## src/source/snake_pkg.sv

```systemverilog
package snake_pkg;

    // ----------------------------------------
    // Travel directions and coordinates
    // ----------------------------------------
    typedef enum logic [1:0] {
        DIR_RIGHT = 2'd0,
        DIR_LEFT  = 2'd1,
        DIR_DOWN  = 2'd2,
        DIR_UP    = 2'd3
    } dir_t;

    typedef logic [7:0] cell_x_t;
    typedef logic [6:0] cell_y_t;
    typedef logic [9:0] pix_x_t;
    typedef logic [8:0] pix_y_t;

    // RGB, 3 bits per channel
    typedef logic [8:0] color_t;

    localparam color_t SNAKE_COLOR = 9'b000_111_000;
    localparam color_t FOOD_COLOR  = 9'b111_000_000;
    localparam color_t BG_COLOR    = 9'b010_001_000;

    localparam int GRID_W = 160;
    localparam int GRID_H = 120;

    // ----------------------------------------
    // PS/2 set 2 codes
    // ----------------------------------------
    localparam logic [7:0] KEY_UP       = 8'h75;
    localparam logic [7:0] KEY_DOWN     = 8'h72;
    localparam logic [7:0] KEY_LEFT     = 8'h6B;
    localparam logic [7:0] KEY_RIGHT    = 8'h74;
    localparam logic [7:0] PREFIX_EXT   = 8'hE0;
    localparam logic [7:0] PREFIX_BREAK = 8'hF0;

endpackage

```

## src/source/ps2_direction_decoder.sv

```systemverilog
`timescale 1ns/1ps

module ps2_direction_decoder (
    input  logic            CLOCK_50,
    input  logic            resetn,
    input  logic            ps2_clk,
    input  logic            ps2_dat,
    output snake_pkg::dir_t dir
);

    logic [1:0]  clk_sync;
    logic [1:0]  dat_sync;
    logic        clk_prev;
    logic        fall;
    logic [10:0] frame;
    logic [3:0]  bit_cnt;
    logic        frame_done;
    logic        frame_ok;
    logic [7:0]  code;
    logic        got_e0;
    logic        got_f0;

    // ----------------------------------------
    // Synchronisers and edge detect
    // ----------------------------------------
    // Lines idle high
    always_ff @(posedge CLOCK_50 or negedge resetn) begin
        if (!resetn) begin
            clk_sync <= 2'b11;
            dat_sync <= 2'b11;
            clk_prev <= 1'b1;
        end else begin
            clk_sync <= {clk_sync[0], ps2_clk};
            dat_sync <= {dat_sync[0], ps2_dat};
            clk_prev <= clk_sync[1];
        end
    end

    assign fall = clk_prev & ~clk_sync[1];

    // ----------------------------------------
    // Frame assembly
    // ----------------------------------------
    // LSB first, so the start bit ends up in frame[0]
    always_ff @(posedge CLOCK_50) begin
        if (fall) begin
            frame <= {dat_sync[1], frame[10:1]};
        end
    end

    always_ff @(posedge CLOCK_50 or negedge resetn) begin
        if (!resetn) begin
            bit_cnt <= 4'd0;
        end else if (frame_done) begin
            bit_cnt <= 4'd0;
        end else if (fall) begin
            bit_cnt <= bit_cnt + 4'd1;
        end
    end

    assign frame_done = (bit_cnt == 4'd11);
    assign code       = frame[8:1];
    // Start low, stop high, odd parity over data and parity bit
    assign frame_ok   = !frame[0] && frame[10] && (^frame[9:1]);

    // Prefix tracking and arrow make-codes
    always_ff @(posedge CLOCK_50 or negedge resetn) begin
        if (!resetn) begin
            got_e0 <= 1'b0;
            got_f0 <= 1'b0;
            dir    <= snake_pkg::DIR_RIGHT;
        end else if (frame_done && frame_ok) begin
            if (code == snake_pkg::PREFIX_EXT) begin
                got_e0 <= 1'b1;
            end else if (code == snake_pkg::PREFIX_BREAK) begin
                got_f0 <= 1'b1;
            end else begin
                got_e0 <= 1'b0;
                got_f0 <= 1'b0;
                if (got_e0 && !got_f0) begin
                    case (code)
                        snake_pkg::KEY_UP:    dir <= snake_pkg::DIR_UP;
                        snake_pkg::KEY_DOWN:  dir <= snake_pkg::DIR_DOWN;
                        snake_pkg::KEY_LEFT:  dir <= snake_pkg::DIR_LEFT;
                        snake_pkg::KEY_RIGHT: dir <= snake_pkg::DIR_RIGHT;
                        default: ;
                    endcase
                end
            end
        end
    end

    a_bit_cnt_range: assert property (
        @(posedge CLOCK_50) disable iff (!resetn) bit_cnt <= 4'd11
    );

endmodule

```

## src/source/snake_engine.sv

```systemverilog
`timescale 1ns/1ps

module snake_engine #(
    parameter int STEP        = 4,
    parameter int MAX_LEN     = 64,
    parameter int INIT_LEN    = 8,
    parameter int TICK_CYCLES = 20_000_000
) (
    input  logic               CLOCK_50,
    input  logic               resetn,
    input  snake_pkg::dir_t    dir,
    output logic               draw_req,
    output snake_pkg::cell_x_t draw_x,
    output snake_pkg::cell_y_t draw_y,
    output snake_pkg::color_t  draw_color,
    output logic               draw_gap,
    input  logic               draw_ack,
    output logic [7:0]         score,
    output logic               game_over
);

    localparam int TW = $clog2(TICK_CYCLES);
    localparam int LW = $clog2(MAX_LEN + 1);
    localparam int IW = $clog2(MAX_LEN);

    typedef enum logic [2:0] {S_FOOD, S_SEGS, S_WAIT, S_ERASE, S_MOVE, S_OVER} state_t;

    state_t             state;
    logic [TW-1:0]      tick_cnt;
    logic               tick;
    logic [15:0]        lfsr;
    snake_pkg::cell_x_t body_x [MAX_LEN];
    snake_pkg::cell_y_t body_y [MAX_LEN];
    logic [LW-1:0]      len;
    logic [IW-1:0]      seg;
    logic [IW-1:0]      tail_idx;
    snake_pkg::cell_x_t food_x, nx, mv_x, req_x;
    snake_pkg::cell_y_t food_y, ny, mv_y, req_y;
    snake_pkg::color_t  req_color;
    logic               req_gap;
    logic               paint;
    logic               hs_done;
    snake_pkg::dir_t    heading;
    logic               ate;
    logic               wall;
    logic               self_hit;
    logic               eat;

    // ----------------------------------------
    // Game tick and food LFSR
    // ----------------------------------------
    assign tick = (tick_cnt == TW'(TICK_CYCLES - 1));

    always_ff @(posedge CLOCK_50 or negedge resetn) begin
        if (!resetn) begin
            tick_cnt <= '0;
            lfsr     <= 16'hACE1;
        end else begin
            tick_cnt <= tick ? '0 : tick_cnt + 1'b1;
            lfsr     <= {lfsr[14:0], lfsr[15] ^ lfsr[13] ^ lfsr[12] ^ lfsr[10]};
        end
    end

    // Next head cell, wall and body hits
    always_comb begin
        nx   = body_x[0];
        ny   = body_y[0];
        wall = 1'b0;
        case (heading)
            snake_pkg::DIR_RIGHT: begin
                nx   = body_x[0] + snake_pkg::cell_x_t'(STEP);
                wall = body_x[0] >= snake_pkg::cell_x_t'(snake_pkg::GRID_W - STEP);
            end
            snake_pkg::DIR_LEFT: begin
                nx   = body_x[0] - snake_pkg::cell_x_t'(STEP);
                wall = body_x[0] < snake_pkg::cell_x_t'(STEP);
            end
            snake_pkg::DIR_DOWN: begin
                ny   = body_y[0] + snake_pkg::cell_y_t'(STEP);
                wall = body_y[0] >= snake_pkg::cell_y_t'(snake_pkg::GRID_H - STEP);
            end
            default: begin
                ny   = body_y[0] - snake_pkg::cell_y_t'(STEP);
                wall = body_y[0] < snake_pkg::cell_y_t'(STEP);
            end
        endcase
        self_hit = 1'b0;
        for (int i = 1; i < MAX_LEN; i++) begin
            if (i < int'(len) && nx == body_x[i] && ny == body_y[i]) begin
                self_hit = 1'b1;
            end
        end
        eat = (nx == food_x) && (ny == food_y);
    end

    // ----------------------------------------
    // Block requests to the painter
    // ----------------------------------------
    assign tail_idx = IW'(len - 1'b1);
    assign hs_done  = draw_req && draw_ack;

    always_comb begin
        paint     = 1'b1;
        req_x     = food_x;
        req_y     = food_y;
        req_color = snake_pkg::FOOD_COLOR;
        req_gap   = 1'b0;
        case (state)
            S_FOOD: ;
            S_SEGS: begin
                req_x     = body_x[seg];
                req_y     = body_y[seg];
                req_color = snake_pkg::SNAKE_COLOR;
                req_gap   = 1'b1;
            end
            S_ERASE: begin
                // Food block when eating, tail block otherwise
                if (!ate) begin
                    req_x = body_x[tail_idx];
                    req_y = body_y[tail_idx];
                end
                req_color = snake_pkg::BG_COLOR;
            end
            default: paint = 1'b0;
        endcase
    end

    always_ff @(posedge CLOCK_50 or negedge resetn) begin
        if (!resetn) begin
            draw_req <= 1'b0;
        end else if (paint && !draw_req && !draw_ack) begin
            draw_req <= 1'b1;
        end else if (hs_done) begin
            draw_req <= 1'b0;
        end
    end

    always_ff @(posedge CLOCK_50) begin
        if (paint && !draw_req && !draw_ack) begin
            draw_x     <= req_x;
            draw_y     <= req_y;
            draw_color <= req_color;
            draw_gap   <= req_gap;
        end
    end

    // ----------------------------------------
    // Game FSM
    // ----------------------------------------
    always_ff @(posedge CLOCK_50 or negedge resetn) begin
        if (!resetn) begin
            state     <= S_FOOD;
            heading   <= snake_pkg::DIR_RIGHT;
            seg       <= '0;
            ate       <= 1'b0;
            len       <= LW'(INIT_LEN);
            score     <= 8'd0;
            game_over <= 1'b0;
            food_x    <= snake_pkg::cell_x_t'(100);
            food_y    <= snake_pkg::cell_y_t'(60);
            for (int i = 0; i < MAX_LEN; i++) begin
                body_x[i] <= snake_pkg::cell_x_t'(snake_pkg::GRID_W / 2 - i * STEP);
                body_y[i] <= snake_pkg::cell_y_t'(snake_pkg::GRID_H / 2);
            end
        end else begin
            // No reversal onto the neck
            if ((dir ^ heading) != 2'b01) begin
                heading <= dir;
            end
            case (state)
                S_FOOD: if (hs_done) begin
                    state <= ate ? S_WAIT : S_SEGS;
                    ate   <= 1'b0;
                    seg   <= '0;
                end
                S_SEGS: if (hs_done) begin
                    if (seg == tail_idx) begin
                        state <= ate ? S_FOOD : S_WAIT;
                    end else begin
                        seg <= seg + 1'b1;
                    end
                end
                S_WAIT: if (tick) begin
                    mv_x <= nx;
                    mv_y <= ny;
                    if (wall || self_hit) begin
                        game_over <= 1'b1;
                        state     <= S_OVER;
                    end else begin
                        ate   <= eat;
                        state <= S_ERASE;
                    end
                end
                S_ERASE: if (hs_done) begin
                    state <= S_MOVE;
                end
                S_MOVE: begin
                    for (int i = MAX_LEN - 1; i > 0; i--) begin
                        body_x[i] <= body_x[i-1];
                        body_y[i] <= body_y[i-1];
                    end
                    body_x[0] <= mv_x;
                    body_y[0] <= mv_y;
                    if (ate) begin
                        score  <= score + 8'd1;
                        food_x <= snake_pkg::cell_x_t'(
                            (lfsr[7:0] % (snake_pkg::GRID_W / STEP)) * STEP);
                        food_y <= snake_pkg::cell_y_t'(
                            (lfsr[14:8] % (snake_pkg::GRID_H / STEP)) * STEP);
                        if (len < MAX_LEN) begin
                            len <= len + 1'b1;
                        end
                    end
                    seg   <= '0;
                    state <= S_SEGS;
                end
                default: ;
            endcase
        end
    end

    // Painter must already have dropped its ack when a new request starts
    a_req_after_ack: assert property (
        @(posedge CLOCK_50) disable iff (!resetn) $rose(draw_req) |-> !draw_ack
    );

endmodule

```

## src/source/block_painter.sv

```systemverilog
`timescale 1ns/1ps

module block_painter #(
    parameter int STEP  = 4,
    parameter int SCALE = 4,
    parameter int GAP   = 4
) (
    input  logic               CLOCK_50,
    input  logic               resetn,
    input  logic               draw_req,
    input  snake_pkg::cell_x_t draw_x,
    input  snake_pkg::cell_y_t draw_y,
    input  snake_pkg::color_t  draw_color,
    input  logic               draw_gap,
    output logic               draw_ack,
    output snake_pkg::pix_x_t  pix_x,
    output snake_pkg::pix_y_t  pix_y,
    output snake_pkg::color_t  pix_color,
    output logic               pix_we
);

    // Block edge in pixels
    localparam int BLK = STEP * SCALE;
    localparam int OW  = $clog2(BLK);

    typedef enum logic [1:0] {P_IDLE, P_STREAM, P_ACK} pstate_t;

    pstate_t       state;
    logic [OW-1:0] off_x;
    logic [OW-1:0] off_y;
    logic          last_pix;
    logic          in_gap;

    assign last_pix = (off_x == OW'(BLK - 1)) && (off_y == OW'(BLK - 1));

    // Row-major scan, one pixel per clock
    always_ff @(posedge CLOCK_50 or negedge resetn) begin
        if (!resetn) begin
            state <= P_IDLE;
            off_x <= '0;
            off_y <= '0;
        end else begin
            case (state)
                P_IDLE: if (draw_req) begin
                    state <= P_STREAM;
                end
                P_STREAM: begin
                    if (last_pix) begin
                        off_x <= '0;
                        off_y <= '0;
                        state <= P_ACK;
                    end else if (off_x == OW'(BLK - 1)) begin
                        off_x <= '0;
                        off_y <= off_y + 1'b1;
                    end else begin
                        off_x <= off_x + 1'b1;
                    end
                end
                default: if (!draw_req) begin
                    state <= P_IDLE;
                end
            endcase
        end
    end

    // Request fields stay put until the ack is seen
    assign pix_we    = (state == P_STREAM);
    assign draw_ack  = (state == P_ACK);
    assign pix_x     = snake_pkg::pix_x_t'(draw_x) * snake_pkg::pix_x_t'(SCALE)
                     + snake_pkg::pix_x_t'(off_x);
    assign pix_y     = snake_pkg::pix_y_t'(draw_y) * snake_pkg::pix_y_t'(SCALE)
                     + snake_pkg::pix_y_t'(off_y);
    assign in_gap    = draw_gap && (int'(off_x) >= BLK - GAP || int'(off_y) >= BLK - GAP);
    assign pix_color = in_gap ? snake_pkg::BG_COLOR : draw_color;

endmodule

```

## src/source/score_display.sv

```systemverilog
`timescale 1ns/1ps

module score_display (
    input  logic [7:0] score,
    output logic [6:0] hex0,
    output logic [6:0] hex1
);

    logic [3:0] ones;
    logic [3:0] tens;

    // Segment patterns, active low, gfedcba
    function automatic logic [6:0] seg7(input logic [3:0] v);
        case (v)
            4'h0: seg7 = 7'b1000000;
            4'h1: seg7 = 7'b1111001;
            4'h2: seg7 = 7'b0100100;
            4'h3: seg7 = 7'b0110000;
            4'h4: seg7 = 7'b0011001;
            4'h5: seg7 = 7'b0010010;
            4'h6: seg7 = 7'b0000010;
            4'h7: seg7 = 7'b1111000;
            4'h8: seg7 = 7'b0000000;
            4'h9: seg7 = 7'b0010000;
            4'hA: seg7 = 7'b0001000;
            4'hB: seg7 = 7'b0000011;
            4'hC: seg7 = 7'b1000110;
            4'hD: seg7 = 7'b0100001;
            4'hE: seg7 = 7'b0000110;
            default: seg7 = 7'b0001110;
        endcase
    endfunction

    // Two decimal digits, hundreds are not shown
    assign ones = 4'(score % 8'd10);
    assign tens = 4'((score / 8'd10) % 8'd10);
    assign hex0 = seg7(ones);
    assign hex1 = seg7(tens);

endmodule

```

## src/source/snake_top.sv

```systemverilog
`timescale 1ns/1ps

module snake_top #(
    parameter int STEP        = 4,
    parameter int SCALE       = 4,
    parameter int GAP         = 4,
    parameter int MAX_LEN     = 64,
    parameter int INIT_LEN    = 8,
    parameter int TICK_CYCLES = 20_000_000
) (
    input  logic              CLOCK_50,
    input  logic              resetn,
    input  logic              ps2_clk,
    input  logic              ps2_dat,
    output snake_pkg::pix_x_t pix_x,
    output snake_pkg::pix_y_t pix_y,
    output snake_pkg::color_t pix_color,
    output logic              pix_we,
    output logic [6:0]        hex0,
    output logic [6:0]        hex1,
    output logic              game_over
);

    snake_pkg::dir_t    dir;
    logic               draw_req;
    logic               draw_ack;
    snake_pkg::cell_x_t draw_x;
    snake_pkg::cell_y_t draw_y;
    snake_pkg::color_t  draw_color;
    logic               draw_gap;
    logic [7:0]         score;

    ps2_direction_decoder u_decoder (
        .CLOCK_50 (CLOCK_50),
        .resetn   (resetn),
        .ps2_clk  (ps2_clk),
        .ps2_dat  (ps2_dat),
        .dir      (dir)
    );

    snake_engine #(
        .STEP        (STEP),
        .MAX_LEN     (MAX_LEN),
        .INIT_LEN    (INIT_LEN),
        .TICK_CYCLES (TICK_CYCLES)
    ) u_engine (
        .CLOCK_50   (CLOCK_50),
        .resetn     (resetn),
        .dir        (dir),
        .draw_req   (draw_req),
        .draw_x     (draw_x),
        .draw_y     (draw_y),
        .draw_color (draw_color),
        .draw_gap   (draw_gap),
        .draw_ack   (draw_ack),
        .score      (score),
        .game_over  (game_over)
    );

    block_painter #(
        .STEP  (STEP),
        .SCALE (SCALE),
        .GAP   (GAP)
    ) u_painter (
        .CLOCK_50   (CLOCK_50),
        .resetn     (resetn),
        .draw_req   (draw_req),
        .draw_x     (draw_x),
        .draw_y     (draw_y),
        .draw_color (draw_color),
        .draw_gap   (draw_gap),
        .draw_ack   (draw_ack),
        .pix_x      (pix_x),
        .pix_y      (pix_y),
        .pix_color  (pix_color),
        .pix_we     (pix_we)
    );

    score_display u_score (
        .score (score),
        .hex0  (hex0),
        .hex1  (hex1)
    );

endmodule

```

## config.mk

```make
export PLATFORM = sky130hd
export DESIGN_NAME = snake_top
export DESIGN_NICKNAME = d
export VERILOG_FILES = /design/src/source/snake_pkg.sv /design/src/source/ps2_direction_decoder.sv /design/src/source/snake_engine.sv /design/src/source/block_painter.sv /design/src/source/score_display.sv /design/src/source/snake_top.sv
export SDC_FILE = /design/constraint.sdc
export NUM_CORES = 2
export LEC_CHECK = 0
export BUFFER_PORTS_ARGS = -buffer_cell sky130_fd_sc_hd__buf_2
export CORE_ASPECT_RATIO = 0.9
export CORE_UTILIZATION = 24
export CTS_BUF_LIST = sky130_fd_sc_hd__clkbuf_16
export DETAILED_ROUTE_END_ITERATION = 7
export GPL_TIMING_DRIVEN = 1
export PLACE_DENSITY_LB_ADDON = 0.2
export SLEW_MARGIN = 20
export SYNTH_ARGS = -nofsm -noshare
export SYNTH_HDL_FRONTEND = slang
export SYNTH_SLANG_ARGS = --single-unit
```

## constraint.sdc

```tcl
create_clock -name CLOCK_50 -period 6.14 [get_ports CLOCK_50]
set_input_delay 1.228 -clock CLOCK_50 [delete_from_list [all_inputs] [get_ports CLOCK_50]]
set_output_delay 1.228 -clock CLOCK_50 [all_outputs]
set_load 0.02 [all_outputs]
```

# After elaboration in Yosys (flattened, before gate mapping)
# Memory sizes are Yosys's and may differ from the RTL's.
# Index checks and enable logic that the tools add are counted.
[classes]
n_reduce_logical = 167
n_div = 5
eq_ne = 159
add_sub_neg = 14
order_cmp = 72
mux = 119
bitwise = 10
[op_table]
columns = ["operator", "count"]
rows = [
  ["== test 8 bit", 64],
  ["== test 7 bit", 64],
  ["< comparator 6 x 7 -> 1 bit (first input constant)", 32],
  ["logical AND 1 bit", 136],
  ["< comparator 5 x 7 -> 1 bit (first input constant)", 16],
  ["binary-select mux 8 bit (select 6 bit)", 2],
  ["binary-select mux 7 bit (select 6 bit)", 2],
  ["two-way mux 1 bit", 72],
  ["< comparator 4 x 7 -> 1 bit (first input constant)", 8],
  ["two-way mux 8 bit", 5],
  ["two-way mux 7 bit", 5],
  ["== test 8 x 7 -> 1 bit (second input constant)", 4],
  ["modulo 7 x 5 -> 32 bit (second input constant)", 1],
  ["modulo 8 x 6 -> 32 bit (second input constant)", 1],
  ["case mux 8 bit (2 select lines)", 2],
  ["< comparator 3 x 7 -> 1 bit (first input constant)", 4],
  ["case mux 7 bit (2 select lines)", 2],
  ["adder 25 x 1 -> 25 bit (second input constant)", 1],
  ["== test 25 bit (second input constant)", 1],
  ["two-way mux 25 bit", 1],
  ["two-way mux 4 bit", 6],
  ["greater-or-equal comparator 7 bit (second input constant)", 3],
  ["two-way mux 3 bit", 6],
  ["two-way mux 6 bit", 3],
  ["other kinds (61)", 105],
]
[word_totals]
rom_bits = 224
memories = 2
in_bits = 4
reg_bits = 1115
wordCells = 705
output_inout_bits = 44
[memory_table]
columns = ["name", "depth", "word_bits", "rd", "rd_clocked_by_memory_dff", "wr", "line", "text"]
rows = [
  ["(no name shown)", 16, 7, 1, 0, 0, "score_display.sv:14", "case (v)"],
  ["(no name shown)", 16, 7, 1, 0, 0, "score_display.sv:14", ""],
]

# Depth between registers and ports, before layout
[logic_depth]
word_depth = 72
depth_mapped = 21
mapped_depth_nobuf = 16

# Hierarchy
# Synthesis repeated with hierarchy kept, for this count alone.
[unflattened]
hier_cells = 6041
hier_area_um2 = 76138.0
[by_module_without_submodules]
columns = ["module", "seq_area_each_um2", "instances", "area_each_um2", "cells_per_inst"]
rows = [
  ["snake_engine", 27651.5, 1, 72437.0, 5632],
  ["score_display", 0.0, 1, 1656.6, 234],
  ["ps2_direction_decoder", 661.9, 1, 1172.4, 83],
  ["block_painter", 250.2, 1, 872.1, 92],
]

# Worst setup path after synthesis
# No wires, ideal clock.
[synth_timing]
kind = "reg-to-output"
start = "register u_engine.score[7]"
end = "output hex1[0]"
path_buffers = 3
slack_ps = 937
stages_incl_launch_ff = 18
t_arrival_ps = 3975
t_required_ps = 4912
cell_sequence = "dfrtp_1 buf_2 nand2b_1 mux2i_1 o22ai_1 a221oi_4 mux2_2 o21ba_2 buf_2 inv_2 o21ai_0 a21oi_1 ha_1 a2111oi_0 a21oi_1 buf_2 nor3_1 a311oi_1"
[synth_via]
elab_chain_cells = 3
[synth_rtl]
columns = ["element", "line", "text"]
rows = [
  ["start: declaration", "snake_engine.sv:18", "output logic [7:0] score,"],
  ["start signal: assignment", "snake_engine.sv:205", "score <= score + 8'd1;"],
  ["divider 8 x 4 -> 8 bit", "score_display.sv:36", "assign tens = 4'((score / 8'd10) % 8'd10);"],
  ["modulo 8 x 4 -> 8 bit", "score_display.sv:36", ""],
  ["memory (16 x 7 bit)", "-", ""],
  ["end: declaration", "snake_top.sv:20", "output logic [6:0] hex1,"],
]
# No other way between the ends.

# Worst setup path in the final report
[layout_timing]
start = "register u_engine.body_x[507] (netlist name)"
end = "register u_engine.ate"
[layout_via]
elab_chain_cells = 71
elab_cells_between_ends = 266
classes_between = "2 x add/sub; 2 x order compare; 65 x eq/ne; 68 x mux; 129 x reduce/logical"
[layout_rtl]
columns = ["element", "line", "text"]
rows = [
  ["start: declaration", "snake_engine.sv:32", "snake_pkg::cell_x_t body_x [MAX_LEN];"],
  ["start signal: indexed assignment", "snake_engine.sv:162", "body_x[i] <= snake_pkg::cell_x_t'(snake_pkg::GRID_W / 2 - i * STEP);"],
  ["start signal: indexed assignment", "snake_engine.sv:199", "body_x[i] <= body_x[i-1];"],
  ["subtractor 8 x 3 -> 8 bit or adder 8 x 3 -> 8 bit (tied branches)", "snake_engine.sv:75, snake_engine.sv:71", ""],
  ["case mux 8 bit (2 select lines)", "snake_engine.sv:69", "case (heading)"],
  ["== test 8 bit", "snake_engine.sv:89", "if (i < int'(len) && nx == body_x[i] && ny == body_y[i]) begin"],
  ["logical AND 1 bit (2 in a row)", "snake_engine.sv:89", ""],
  ["two-way mux 1 bit (63 in a row)", "snake_engine.sv:89", ""],
  ["logical OR 1 bit", "snake_engine.sv:186", "if (wall || self_hit) begin"],
  ["inequality test 2 bit (no source line)", "-", ""],
  ["AND reduction 4 bit (no source line)", "-", ""],
  ["end signal: assignment", "snake_engine.sv:190", "ate <= eat;"],
  ["end: declaration", "snake_engine.sv:44", "logic ate;"],
]
# Parallel ways exist; a longest one is shown, timed or not. The select of a mux whose other input is x is not followed.
# A chain may end at the register's enable or synchronous reset.

==> impl_summary.txt <==
----------------------------------------------------
[Pwr]
  Pint ... 12.21 mW
  Combinational power share ... 0.013
  Switching component of the power ... around 3.8 mW
  P_leak ... around 34 nW
  Sw Ratio ... 0.2384
  Clock network power share ... 0.525
  Share of power burned in registers ... 0.462
  Peak supply drop ... 0.0001865 V
  PwrDens ... between 150 and 200 nW/um^2

[Place]
  Post-detailed-placement half-perimeter wirelength ... approximately 250,000 um
  Placed Instance Area ... ~80,000 um^2
  Post-Place Cells ... between 9,000 and 10,000
  RD Place Congestion ... 0.9881
  Buffers added on ports ... 44

[Cells and area]
  Most used cells in the layout excluding fill and tap cells ... 953 x sky130_fd_sc_hd__mux2_2, 627 x sky130_fd_sc_hd__mux4_2, 576 x sky130_fd_sc_hd__dfrtp_1
  Most common cell after layout, fill and taps aside ... sky130_fd_sc_hd__mux2_2
  Non-Filler Instances ... a little over 10,000
  Final layout net count ... around 6,000
  Relative area change from synthesis to final layout ... 13.98%
  Share of post-route cells with drive strength above 1 ... 0.4387
  Fin area ... about 87,000 um^2

[Detailed routing]
  Final wirelength ... 333,700 um
  Total number of vias ... roughly 57,000
  Average routed wire per standard cell ... about 33 um
  Antenna violation net count after detailed routing ... 0
  DRC Markers ... 0
  Iteration-0 DRC Markers ... 6,666
  DRT Pass-1 Iters ... 5
  Number of vias per cell ... roughly 5.6

[Timing]
  Final sum of negative setup slack ... -0.05628 ns
  Least-Margin Pin Slew ... approximately 1.2 ns
  Final cycle utilization of the critical path ... 1.009
  F_max ... around 0.16 GHz
  Max-slew headroom ... 0.2109
  Final worst setup slack ... -0.05628 ns
  Setup skew after layout ... 0.08465 ns
  Final number of setup-violating endpoints ... 1
  Number of pins with negative max-slew slack in the final report ... 0
  Number of endpoints with negative hold slack in the final report ... 0
  Clock period minus final worst setup slack ... 6.196 ns

[Logic synthesis]
  Share of synthesized area occupied by flip-flops and latches ... 0.3754
  Post-Syn Area ... about 76,000 um^2
  Share of flip-flops with an asynchronous set or reset ... 0.9586
  Synth Instances ... about 6,000
  Number of unique standard cell types used by synthesis ... 100
  Mean instance size in the synthesized netlist ... 12.74 um^2
  Dominant register cell in the synthesized netlist ... sky130_fd_sc_hd__dfrtp_1
  Number of enable-type register cells in the synthesized netlist ... 46
  Flip-flop and latch count after synthesis ... about 1,100
  Yosys warning total ... 0

[Global routing]
  Pin count of the biggest net entering global routing ... ~170
  Initial antenna violation count ... 34
  Global-route wire length before repair ... roughly 460,000 um
  Number of global-route vias before repair ... roughly 55,000
  GRT Util Overall ... 0.2041
  Congestion Overflow GR ... 0

[Job]
  Max-cap violations ... 0

[Critical path]
  Cell family with most CP delay ... simple AND/OR/NAND/NOR gates
  Data arrival at the endpoint of the critical path ... 6.93 ns
  Worst path cell trace ... buf_4 -> nor4b_4 -> a22o_1 -> buf_4 -> xnor2_1 -> nor3_1 -> and4b_1 -> nor4_1 -> o2111ai_1 -> nor4_1 -> nand4_1 -> buf_4 -> o32ai_1 -> mux2_1
  Stage delay of the slowest cell on the critical path ... 0.99 ns
  Total buffers and inverters traversed by the critical path ... 3
  Critical-path top delay cell ... sky130_fd_sc_hd__nor4_1
  Type of element launching the critical path ... flop
  Max Fanout on Critical Path ... 17
  Type of the worst setup path ... flop to flop
  Required time of the worst setup path ... between 6 and 7 ns
  Most repeated library cell on the critical path ... sky130_fd_sc_hd__buf_4
  Worst Setup End Kind ... flop

[Clock tree]
  Number of H-tree branching levels ... 4
  CTS sink count ... 1,110
  Maximum count of clock buffers along a single path ... 4
  Inserted Clock Buffers ... 151
  Worst-Skew Late Latency ... around 0.87 ns
  Clock Root Buffer ... sky130_fd_sc_hd__clkbuf_16
  CTS clk-pin slew, worst paths ... 0.06 ns
  TritonCTS clock tree ... built

[Run status]
  Run status ... complete, but fails checks
  Violations in the final reports ... negative setup slack

[Floorplan]
  Core Box Area ... between 300,000 and 400,000 um^2
  Die outline width ... ~600 um
  Top-level port count ... 48
  Placement Rows ... slightly below 200
  Die Y ... about 540 um
  Full die area ... between 300,000 and 400,000 um^2
  Initial core utilization ... 0.2420

[Hold path]
  Path class of the lowest-slack min-delay path ... input port to async pin

----------------------------------------------------
## state kept, by name, summed over array words and instances, names as in the netlist, 3 cells and up
signal / count
u_engine.body_x: 512
u_engine.body_y: 448
u_engine.tick_cnt: 25
u_engine.lfsr: 16
u_decoder.frame: 11
u_engine.draw_x: 8
u_engine.mv_x: 8
u_engine.score: 8
u_engine.draw_y: 7
u_engine.len: 7
u_engine.mv_y: 7
u_engine.food_x: 6
u_engine.seg: 6
u_engine.food_y: 5
u_decoder.bit_cnt: 4
u_engine.draw_color: 4
u_painter.off_x: 4
u_painter.off_y: 4
u_engine.state: 3
## metrics by stage
stage / util / worst slack (ns) / total power [mW] / hold slack, ns
2_1_floorplan: - / 0.9366 / 7.566 / 0.3452
3_3_place_gp: 0.2606 / 0.4180 / 7.743 / 0.3480
3_5_place_dp: 0.2606 / 0.3252 / 7.749 / 0.3472
4_1_cts: 0.2751 / 0.01815 / 16.32 / 0.2707
5_1_grt: 0.2758 / -0.002546 / 16.61 / 0.3071
6_report: 0.2758 / -0.05628 / 16.04 / 0.3204
## cell families after synthesis
group	Yosys count	share of synthesized area
simple gates	900	0.06196
mux	1609	0.3302
other cells	1	0.00004923
xor+xnor	953	0.1213
buf+inv	583	0.03115
fa+ha+maj	53	0.008871
flops	1110	0.3754
compound gates	770	0.07108
## layer usage
| layer | global-route usage | vias up | part of all wire |
|---|---|---|---|
| li1 | - | 22840 | - |
| met1 | 0.2952 | 30430 | 0.45 |
| met2 | 0.2975 | 2790 | 0.43 |
| met3 | 0.04993 | 482 | 0.092 |
| met4 | 0.06281 | 12 | 0.034 |
| met5 | 0 | - | 0.00024 |
## synth_stat cells (27+ instances only)
| cell | count | share of area |
|---|---|---|
| sky130_fd_sc_hd__nand2_1 | 183 | 0.0090 |
| sky130_fd_sc_hd__inv_1 | 61 | 0.0030 |
| sky130_fd_sc_hd__dfrtp_1 | 595 | 0.20 |
| sky130_fd_sc_hd__xor2_1 | 317 | 0.036 |
| sky130_fd_sc_hd__mux2i_1 | 27 | 0.0035 |
| sky130_fd_sc_hd__nand3_1 | 113 | 0.0074 |
| sky130_fd_sc_hd__clkbuf_1 | 334 | 0.016 |
| sky130_fd_sc_hd__xnor2_1 | 571 | 0.066 |
| sky130_fd_sc_hd__mux2_2 | 953 | 0.14 |
| sky130_fd_sc_hd__a2111oi_0 | 50 | 0.0057 |
| sky130_fd_sc_hd__o22ai_1 | 39 | 0.0032 |
| sky130_fd_sc_hd__nor2b_1 | 34 | 0.0028 |
| sky130_fd_sc_hd__or3_1 | 33 | 0.0027 |
| sky130_fd_sc_hd__nand4_1 | 87 | 0.0071 |
| sky130_fd_sc_hd__a211oi_1 | 43 | 0.0042 |
| sky130_fd_sc_hd__nor3_1 | 102 | 0.0067 |
| sky130_fd_sc_hd__buf_2 | 84 | 0.0055 |
| sky130_fd_sc_hd__xnor3_1 | 63 | 0.019 |
| sky130_fd_sc_hd__nor4_1 | 70 | 0.0057 |
| sky130_fd_sc_hd__edfxtp_1 | 46 | 0.018 |
| sky130_fd_sc_hd__mux4_2 | 627 | 0.19 |
| sky130_fd_sc_hd__nor2_1 | 133 | 0.0066 |
| sky130_fd_sc_hd__o21ai_0 | 167 | 0.011 |
| sky130_fd_sc_hd__and3_1 | 39 | 0.0032 |
| sky130_fd_sc_hd__a22oi_1 | 56 | 0.0055 |
| sky130_fd_sc_hd__a21oi_1 | 120 | 0.0079 |
| sky130_fd_sc_hd__dfstp_2 | 469 | 0.16 |
| sky130_fd_sc_hd__buf_1 | 79 | 0.0039 |
| sky130_fd_sc_hd__o2111ai_1 | 35 | 0.0040 |
| sky130_fd_sc_hd__ha_1 | 50 | 0.0082 |
## layout make-up
cell class | count | area [um^2]
Antenna cell | 6 | 15.01
Clock buffer | 156 | 3904
Clock inverter | 110 | 624.3
Fill cell | 32310 | 227900
Inverter | 69 | 259.0
Multi-Input combinational cell | 4288 | 45580
Sequential cell | 1110 | 28650
Tap cell | 4137 | 5176
Timing Repair Buffer | 299 | 2605
## worst register-to-register path, cell delays in order, from the launching register on
cell                        delay (ns)
sky130_fd_sc_hd__dfrtp_1          0.37
sky130_fd_sc_hd__buf_4            0.24
sky130_fd_sc_hd__nor4b_4          0.59
sky130_fd_sc_hd__a22o_1           0.87
sky130_fd_sc_hd__buf_4            0.35
sky130_fd_sc_hd__xnor2_1          0.20
sky130_fd_sc_hd__nor3_1           0.08
sky130_fd_sc_hd__and4b_1          0.24
sky130_fd_sc_hd__nor4_1           0.99
sky130_fd_sc_hd__o2111ai_1        0.24
sky130_fd_sc_hd__nor4_1           0.47
sky130_fd_sc_hd__nand4_1          0.55
sky130_fd_sc_hd__buf_4            0.37
sky130_fd_sc_hd__o32ai_1          0.17
sky130_fd_sc_hd__mux2_1           0.35
## power by group through the flow
stage	Combinational (mW)	Sequential [mW]	Clock, mW
global placement	0.218	7.52	0
global route	0.248	7.40	8.96
floorplan	0.0417	7.52	0
detailed placement	0.223	7.53	0
CTS	0.224	7.40	8.69
finish	0.211	7.40	8.42
## path summary, 6_finish.rpt
| path | from | to | slack, ns | cells after the start |
|---|---|---|---|---|
| min | resetn | u_engine.body_x[250] | 0.32 | 1 |
| max | u_engine.body_x[507] | u_engine.ate | -0.06 | 14 |
| max reg2reg | u_engine.body_x[507] | u_engine.ate | -0.06 | 14 |
| min reg2reg | u_decoder.clk_sync[0] | u_decoder.clk_sync[1] | 0.36 | 0 |
| max in group asynchronous | resetn | u_engine.body_x[102] | 4.06 | 3 |
| min in group CLOCK_50 | u_decoder.clk_sync[0] | u_decoder.clk_sync[1] | 0.36 | 0 |
## timing repair
| item | CTS | global route |
|---|---|---|
| pin swaps | 1 | 2 |
| gates cloned | 0 | 0 |
| hold buffers | 0 | 0 |
| setup buffers | 0 | 13 |
| setup endpoints to repair | 7 | 7 |
| gates resized for setup | 10 | 16 |
(Power assumes the default switching activity.)
